===== src/countdown_pkg.sv =====
package countdown_pkg;

    typedef enum logic [1:0] {
        ST_IDLE  = 2'd0,
        ST_COUNT = 2'd1,
        ST_DONE  = 2'd2
    } state_e;

    // Countdown runs from this digit down to 0.
    localparam logic [2:0] START_DIGIT = 3'd5;

endpackage


===== src/matrix_pkg.sv =====
package matrix_pkg;

    // Square matrix, one row driven at a time.
    localparam int ROWS = 8;

    typedef logic [$clog2(ROWS)-1:0] row_idx_t;

    // Bit 7 is the leftmost LED, a 1 lights it.
    typedef logic [ROWS-1:0] col_t;

    // Codes 0 to 5 show the digit of the same value.
    typedef enum logic [2:0] {
        SYM_0     = 3'd0,
        SYM_1     = 3'd1,
        SYM_2     = 3'd2,
        SYM_3     = 3'd3,
        SYM_4     = 3'd4,
        SYM_5     = 3'd5,
        SYM_QUERY = 3'd6,
        SYM_HEART = 3'd7
    } symbol_e;

    // Red and green columns for one row. Both lit shows yellow.
    typedef struct packed {
        col_t red;
        col_t green;
    } pixel_line_t;

endpackage


===== src/countdown_ctrl.sv =====
module countdown_ctrl #(
    parameter int STEP_CYCLES = 50_000_000
) (
    input  logic                clk,
    input  logic                rst,
    input  logic                start,
    output matrix_pkg::symbol_e symbol
);

    localparam int CNT_W = (STEP_CYCLES > 1) ? $clog2(STEP_CYCLES) : 1;
    localparam logic [CNT_W-1:0] STEP_LAST = CNT_W'(STEP_CYCLES - 1);

    countdown_pkg::state_e state;
    logic [CNT_W-1:0]      step_cnt;
    logic [2:0]            digit;
    logic                  step_done;

    assign step_done = (step_cnt == STEP_LAST);

    always_ff @(posedge clk or posedge rst)
    begin
        if (rst)
        begin
            state    <= countdown_pkg::ST_IDLE;
            step_cnt <= '0;
            digit    <= countdown_pkg::START_DIGIT;
        end
        else
        begin
            case (state)
                countdown_pkg::ST_IDLE, countdown_pkg::ST_DONE:
                begin
                    if (start)
                    begin
                        state    <= countdown_pkg::ST_COUNT;
                        step_cnt <= '0;
                        digit    <= countdown_pkg::START_DIGIT;
                    end
                end
                countdown_pkg::ST_COUNT:
                begin
                    // Start is ignored here, the digit only moves on step_done.
                    if (step_done)
                    begin
                        step_cnt <= '0;
                        if (digit == 3'd0)
                            state <= countdown_pkg::ST_DONE;
                        else
                            digit <= digit - 3'd1;
                    end
                    else
                    begin
                        step_cnt <= step_cnt + 1'b1;
                    end
                end
                default:
                    state <= countdown_pkg::ST_IDLE;
            endcase
        end
    end

    always_comb
    begin
        case (state)
            countdown_pkg::ST_COUNT: symbol = matrix_pkg::symbol_e'(digit);
            countdown_pkg::ST_DONE:  symbol = matrix_pkg::SYM_HEART;
            default:                 symbol = matrix_pkg::SYM_QUERY;
        endcase
    end

    a_digit_range: assert property (
        @(posedge clk) disable iff (rst)
        (state == countdown_pkg::ST_COUNT) |-> (digit <= countdown_pkg::START_DIGIT)
    );

endmodule


===== src/countdown_matrix.sv =====
module countdown_matrix #(
    parameter int SCAN_DIV    = 50_000,
    parameter int STEP_CYCLES = 50_000_000
) (
    input  logic             clk,
    input  logic             rst,
    input  logic             start,
    input  logic             enable,
    output matrix_pkg::col_t row,
    output matrix_pkg::col_t colr,
    output matrix_pkg::col_t colg
);

    logic                scan_tick;
    matrix_pkg::symbol_e symbol;

    scan_tick_gen #(
        .SCAN_DIV (SCAN_DIV)
    ) u_scan_tick_gen (
        .clk       (clk),
        .rst       (rst),
        .scan_tick (scan_tick)
    );

    countdown_ctrl #(
        .STEP_CYCLES (STEP_CYCLES)
    ) u_countdown_ctrl (
        .clk    (clk),
        .rst    (rst),
        .start  (start),
        .symbol (symbol)
    );

    dot_matrix_scan u_dot_matrix_scan (
        .clk       (clk),
        .rst       (rst),
        .enable    (enable),
        .scan_tick (scan_tick),
        .symbol    (symbol),
        .row       (row),
        .colr      (colr),
        .colg      (colg)
    );

endmodule


===== src/dot_matrix_scan.sv =====
module dot_matrix_scan (
    input  logic                clk,
    input  logic                rst,
    input  logic                enable,
    input  logic                scan_tick,
    input  matrix_pkg::symbol_e symbol,
    output matrix_pkg::col_t    row,
    output matrix_pkg::col_t    colr,
    output matrix_pkg::col_t    colg
);

    localparam matrix_pkg::row_idx_t LAST_ROW = matrix_pkg::row_idx_t'(matrix_pkg::ROWS - 1);

    matrix_pkg::symbol_e     symbol_q;
    matrix_pkg::row_idx_t    row_idx;
    matrix_pkg::pixel_line_t line;

    glyph_rom u_glyph_rom (
        .symbol  (symbol_q),
        .row_idx (row_idx),
        .line    (line)
    );

    always_ff @(posedge clk or posedge rst)
    begin
        if (rst)
            symbol_q <= matrix_pkg::SYM_QUERY;
        else
            symbol_q <= symbol;
    end

    // Index parks at row 0 while blanked, so the scan restarts there.
    always_ff @(posedge clk or posedge rst)
    begin
        if (rst)
            row_idx <= '0;
        else if (!enable)
            row_idx <= '0;
        else if (scan_tick)
            row_idx <= (row_idx == LAST_ROW) ? '0 : row_idx + 1'b1;
    end

    // Row drive and columns come from the same index.
    always_ff @(posedge clk or posedge rst)
    begin
        if (rst)
        begin
            row  <= '1;
            colr <= '0;
            colg <= '0;
        end
        else if (!enable)
        begin
            row  <= '1;
            colr <= '0;
            colg <= '0;
        end
        else
        begin
            row  <= ~(matrix_pkg::col_t'(1) << row_idx);
            colr <= line.red;
            colg <= line.green;
        end
    end

    a_one_row_low: assert property (
        @(posedge clk) disable iff (rst)
        $countones(~row) <= 1
    );

    a_blank_cols: assert property (
        @(posedge clk) disable iff (rst)
        (row == '1) |-> (colr == '0 && colg == '0)
    );

endmodule


===== src/glyph_rom.sv =====
module glyph_rom (
    input  matrix_pkg::symbol_e     symbol,
    input  matrix_pkg::row_idx_t    row_idx,
    output matrix_pkg::pixel_line_t line
);

    // Rows not listed for a glyph stay blank.
    always_comb
    begin
        line = '0;
        case (symbol)
            // Green digits.
            matrix_pkg::SYM_0:
                case (row_idx)
                    3'd1, 3'd7:                   line.green = 8'b0011_1100;
                    3'd2, 3'd3, 3'd4, 3'd5, 3'd6: line.green = 8'b0100_0010;
                    default:                      line = '0;
                endcase
            matrix_pkg::SYM_1:
                case (row_idx)
                    3'd1, 3'd2, 3'd4, 3'd5, 3'd6: line.green = 8'b0001_1000;
                    3'd3:                         line.green = 8'b0011_1000;
                    3'd7:                         line.green = 8'b0111_1110;
                    default:                      line = '0;
                endcase
            // Yellow digits.
            matrix_pkg::SYM_2:
                case (row_idx)
                    3'd1:    line = '{red: 8'b0011_1100, green: 8'b0011_1100};
                    3'd2:    line = '{red: 8'b0110_0110, green: 8'b0110_0110};
                    3'd3:    line = '{red: 8'b0000_0110, green: 8'b0000_0110};
                    3'd4:    line = '{red: 8'b0000_1100, green: 8'b0000_1100};
                    3'd5:    line = '{red: 8'b0011_0000, green: 8'b0011_0000};
                    3'd6:    line = '{red: 8'b0110_0000, green: 8'b0110_0000};
                    3'd7:    line = '{red: 8'b0111_1110, green: 8'b0111_1110};
                    default: line = '0;
                endcase
            matrix_pkg::SYM_3:
                case (row_idx)
                    3'd1, 3'd7: line = '{red: 8'b0011_1100, green: 8'b0011_1100};
                    3'd2, 3'd6: line = '{red: 8'b0110_0110, green: 8'b0110_0110};
                    3'd3, 3'd5: line = '{red: 8'b0000_0110, green: 8'b0000_0110};
                    3'd4:       line = '{red: 8'b0001_1100, green: 8'b0001_1100};
                    default:    line = '0;
                endcase
            // Red digits.
            matrix_pkg::SYM_4:
                case (row_idx)
                    3'd1, 3'd6, 3'd7: line.red = 8'b0000_1100;
                    3'd2:             line.red = 8'b0001_1100;
                    3'd3:             line.red = 8'b0010_1100;
                    3'd4:             line.red = 8'b0100_1100;
                    3'd5:             line.red = 8'b0111_1110;
                    default:          line = '0;
                endcase
            matrix_pkg::SYM_5:
                case (row_idx)
                    3'd1:       line.red = 8'b0111_1110;
                    3'd2:       line.red = 8'b0110_0000;
                    3'd3:       line.red = 8'b0111_1100;
                    3'd4, 3'd5: line.red = 8'b0000_0110;
                    3'd6:       line.red = 8'b0110_0110;
                    3'd7:       line.red = 8'b0011_1100;
                    default:    line = '0;
                endcase
            matrix_pkg::SYM_QUERY:
                case (row_idx)
                    3'd0:       line.red = 8'b0111_1000;
                    3'd1:       line.red = 8'b1100_1100;
                    3'd2:       line.red = 8'b0000_1100;
                    3'd3:       line.red = 8'b0001_1000;
                    3'd4, 3'd6: line.red = 8'b0011_0000;
                    default:    line = '0;
                endcase
            // Heart in yellow, its tip red at the edges.
            matrix_pkg::SYM_HEART:
                case (row_idx)
                    3'd1:    line = '{red: 8'b0010_0010, green: 8'b0010_0010};
                    3'd2:    line = '{red: 8'b0111_0111, green: 8'b0111_0111};
                    3'd3:    line = '{red: 8'b1111_1111, green: 8'b1111_1111};
                    3'd4:    line = '{red: 8'b0111_1111, green: 8'b0111_1111};
                    3'd5:    line = '{red: 8'b0011_1110, green: 8'b0011_1110};
                    3'd6:    line = '{red: 8'b0001_1100, green: 8'b0001_1100};
                    3'd7:    line = '{red: 8'b0001_1100, green: 8'b0000_1000};
                    default: line = '0;
                endcase
            default:
                line = '0;
        endcase
    end

endmodule


===== src/scan_tick_gen.sv =====
module scan_tick_gen #(
    parameter int SCAN_DIV = 50_000
) (
    input  logic clk,
    input  logic rst,
    output logic scan_tick
);

    localparam int CNT_W = (SCAN_DIV > 1) ? $clog2(SCAN_DIV) : 1;
    localparam logic [CNT_W-1:0] RELOAD = CNT_W'(SCAN_DIV - 1);

    logic [CNT_W-1:0] cnt;

    // Tick is registered on the cycle the counter wraps.
    always_ff @(posedge clk or posedge rst)
    begin
        if (rst)
        begin
            cnt       <= RELOAD;
            scan_tick <= 1'b0;
        end
        else if (cnt == '0)
        begin
            cnt       <= RELOAD;
            scan_tick <= 1'b1;
        end
        else
        begin
            cnt       <= cnt - 1'b1;
            scan_tick <= 1'b0;
        end
    end

endmodule


===== config.mk =====
export PLATFORM = sky130hd
export DESIGN_NAME = countdown_matrix
export DESIGN_NICKNAME = d
export VERILOG_FILES = /design/src/countdown_pkg.sv /design/src/matrix_pkg.sv /design/src/countdown_ctrl.sv /design/src/countdown_matrix.sv /design/src/dot_matrix_scan.sv /design/src/glyph_rom.sv /design/src/scan_tick_gen.sv
export SDC_FILE = /design/constraint.sdc
export NUM_CORES = 1
export LEC_CHECK = 0
export BUFFER_PORTS_ARGS = -buffer_cell sky130_fd_sc_hd__buf_4
export CAP_MARGIN = 10
export CORE_MARGIN = 2
export CORE_UTILIZATION = 61
export CTS_CLUSTER_SIZE = 20
export DETAILED_ROUTE_END_ITERATION = 7
export GPL_TIMING_DRIVEN = 0
export HOLD_SLACK_MARGIN = 0.03
export PLACE_DENSITY = 0.79
export SLEW_MARGIN = 20
export SYNTH_ARGS = -nofsm -noshare
export SYNTH_HDL_FRONTEND = slang
export SYNTH_SLANG_ARGS = --single-unit

===== constraint.sdc =====
create_clock -name clk -period 3.3 [get_ports clk]
set_clock_uncertainty 0.05 [all_clocks]
set_input_delay 0.33 -clock clk [delete_from_list [all_inputs] [get_ports clk]]
set_output_delay 0.33 -clock clk [all_outputs]
set_load 0.02 [all_outputs]

==> impl_metrics.ini <==
[synth]
syn_avg_cell_area_um2 = 9.11
yosys_most_used_dff = dfrtp_1
yosysSeqAreaShare_pct = 44.1
synth_edf_count = 0
synth.distinct_cells = 61
syn_nets = 510
synth-async-reset-ratio_pct = 100
synth_cells = 486
ys_warn_count = 0
syn_area_um2 = 4430
yosys_register_bits = 77

[detailed_routing]
vias_per_cell = 6.06
vias = 3815
wl_mm = 10.1
drtPass1Iterations = 6
ant_nets = 0
drt_iter0_drc = 348
post_drt_wl_per_cell_um = 16.0
drc = 0

[min_path]
min_path_type = in2reg
min_from = enable

[worst_setup_path]
cp-end-kind = register
crit-reg2reg-launch = u_dot_matrix_scan.row_idx[2]
r2r_cells = 7
crit_path_start_kind = register
crit_path_max_fanout = 13
critPathRequiredTime_ns = 3.45
regToRegSetupSlack_ns = 0.20
r2r-end = u_dot_matrix_scan.colr[3]
crit_start = u_dot_matrix_scan.row_idx[2]
crit_type = reg2reg
arrival_ns = 3.26
endpoint = u_dot_matrix_scan.colr[3]

[cells_and_area]
n_antenna_cell = 0
drive_gt1_share_pct = 16.8
final_cells = 630
final_nets = 550
area_growth_pct = 13.7

[power_and_ir_drop]
power_density_nw_per_um2 = 569
peakVddDrop_mv = 0.395
power_leakage_uw = 0.00215
power_uw = 2860

[clock_network]
cts_buffers = 9
cts_setup_buffers = 0
htree_levels = 3
cts_tree = yes
ctsRootBufferMaster = clkbuf_8
cts_hold_buffers = 1
cts_buffer_depth = 2
cts.clk_slew.worst_paths_ns = 0.08
clock-sinks = 77
cts_resized = 0
insertion_delay_ns = 0.36

[timing]
setup_viol_count_final = 0
tightest_slew_ns = 0.892
rsz0062_at_grt = false
timing.slew.headroom_pct = 40.1
period_share_pct = 94.0
hold_viol_final = 0
fin_crit_ns = 3.10
finalMaxSlewViolations = 0
max_clock_freq_mhz = 322
tns_ns = 0

[job]
cap_violations = 0

[placement]
io_buffers = 27
place.gp.congestion = 0.915
dp_hpwl_mm = 7.11
dp_cells = 613

[global_routing]
grt_pass1_wl_mm = 16.3
grt_use_total_pct = 26.7
grt_pass1_vias = 3437
grt_max_degree = 51
grt_overflow_total = 0
antenna_found_initial = 0

[floorplan]
ios = 28
die-height_um = 89.2
die_w_um = 89.2
die-area_um2 = 7960
rows = 31
start_util_pct = 62.1
coreArea_um2 = 7140

[run_status]
status = completed
sequential cells by signal, indices dropped and copies added, names as in the netlist:
| register | cells |
|---|---|
| u_countdown_ctrl.digit | 3 |
| u_countdown_ctrl.step_cnt | 26 |
| u_dot_matrix_scan.colg | 7 |
| u_dot_matrix_scan.symbol_q | 3 |
| u_scan_tick_gen.cnt | 16 |
| u_scan_tick_gen.scan_tick | 1 |
| u_dot_matrix_scan.row_idx | 3 |
| u_dot_matrix_scan.row | 8 |
| u_dot_matrix_scan.colr | 8 |
| u_countdown_ctrl.state | 2 |
worst min path at each step:
stage | to | slack, ns | cells past startpoint
CTS | u_dot_matrix_scan.row[3] | 0.11 | 2
global route | u_dot_matrix_scan.row[3] | 0.12 | 2
detailed placement | u_dot_matrix_scan.colr[0] | 0.29 | 2
finish | u_dot_matrix_scan.row[3] | 0.13 | 2
global placement | u_scan_tick_gen.cnt[0] | 0.39 | 1
floorplan | u_dot_matrix_scan.row[3] | 0.34 | 1
cell type report:
| class | count | area, um2 |
|---|---|---|
| Fill cell | 583 | 2100 |
| Clock buffer | 10 | 128 |
| Inverter | 23 | 88.8 |
| Buffer | 25 | 121 |
| Timing Repair Buffer | 29 | 240 |
| Sequential cell | 77 | 1950 |
| Multi-Input combinational cell | 361 | 2270 |
| Tap cell | 99 | 124 |
| Clock inverter | 6 | 113 |
power breakdown:
group / internal (uW) / switching (uW) / total [uW]
clock: 504 / 355 / 859
combinational: 304 / 571 / 875
sequential: 1050 / 80.7 / 1130
placed cells by master (no fill, tap or decap), drive strengths merged, types with 4 or more instances in the layout:
| cell type | instances |
|---|---|
| dfstp | 21 |
| and3 | 6 |
| a31oi | 14 |
| clkbuf | 28 |
| xor2 | 10 |
| nor4 | 12 |
| inv | 23 |
| o41ai | 4 |
| and2 | 5 |
| o21ai | 21 |
| ha | 20 |
| nor3 | 20 |
| nand2b | 6 |
| and4 | 4 |
| nor2b | 8 |
| o311ai | 5 |
| mux2 | 4 |
| xnor2 | 7 |
| nand4 | 12 |
| or2 | 5 |
| mux2i | 7 |
| nor2 | 45 |
| a21oi | 25 |
| dfrtp | 56 |
| nand2 | 54 |
| buf | 35 |
| o22ai | 5 |
| nand3 | 22 |
worst max-delay path: stages (launching register included):
cell,delay (ns)
dfrtp_1,0.59
inv_1,0.24
ha_1,0.27
or2_2,0.36
nor3_1,0.74
a211oi_1,0.17
o21ai_0,0.37
a41oi_1,0.17
cell families (layout without fill, tap and decap cells):
group / Yosys count / after routing / synth area share, %
AND/OR/NAND/NOR: 213 / 213 / 24.6
AO/OA/AOI/OAI: 100 / 100 / 15.0
flip-flops: 77 / 77 / 44.1
buffers and inverters: 48 / 93 / 4.69
adder cells (fa/ha/maj): 20 / 20 / 5.65
XOR/XNOR: 17 / 17 / 3.36
multiplexers: 11 / 11 / 2.60
synthesized netlist by cell type (all sizes together), types with 2 or more instances:
cell    count  area (um2)
or2         5        31.3
nor3b       3        22.5
nand3b      3        22.5
or4         2        15.0
xor2       10        87.6
nand4b      2        17.5
buf         7        53.8
o31ai       3        22.5
nand3      22         123
a211oi      3        22.5
nand2      54         203
nor2b       8        50.1
clkbuf     18        67.6
a21oi      25         140
o311ai      5        43.8
mux2        4        45.0
a21o        3        22.5
nand4      12        75.1
o41ai       4        35.0
a41oi       2        17.5
ha         20         250
nor2       45         171
a31oi      14        87.6
inv        23        86.3
and2        5        31.3
o22ai       5        31.3
nor3       20         100
a211o       2        17.5
a22o        2        17.5
o211ai      2        15.0
o21ai      21         105
or3         2        12.5
and3        6        37.5
xnor2       7        61.3
dfrtp      56        1400
nor4       12        87.6
and4        4        35.0
mux2i       7        70.1
nand2b      6        37.5
dfstp      21         552
routing by layer:
metal  vias up  wire length, um  track usage, %
met1      1831             4390            35.7
met5         -                0               0
li1       1813                -               -
met4         0              236            12.8
met3        22              565            5.54
met2       149             4860            41.6
stage by stage:
| stage | cell area [um2] | utilization (%) | setup WS (ns) | hold WS [ns] |
|---|---|---|---|---|
| after floorplan | 4430 | - | 0.892 | 0.335 |
| after global placement | 4760 | 66.6 | 0.187 | 0.390 |
| after detailed placement | 4790 | 67.1 | 0.353 | 0.287 |
| after CTS | 5040 | 70.6 | 0.305 | 0.112 |
| after global routing | 5040 | 70.6 | 0.0331 | 0.124 |
| final | 5040 | 70.6 | 0.197 | 0.125 |
(Power assumes the default switching activity.)
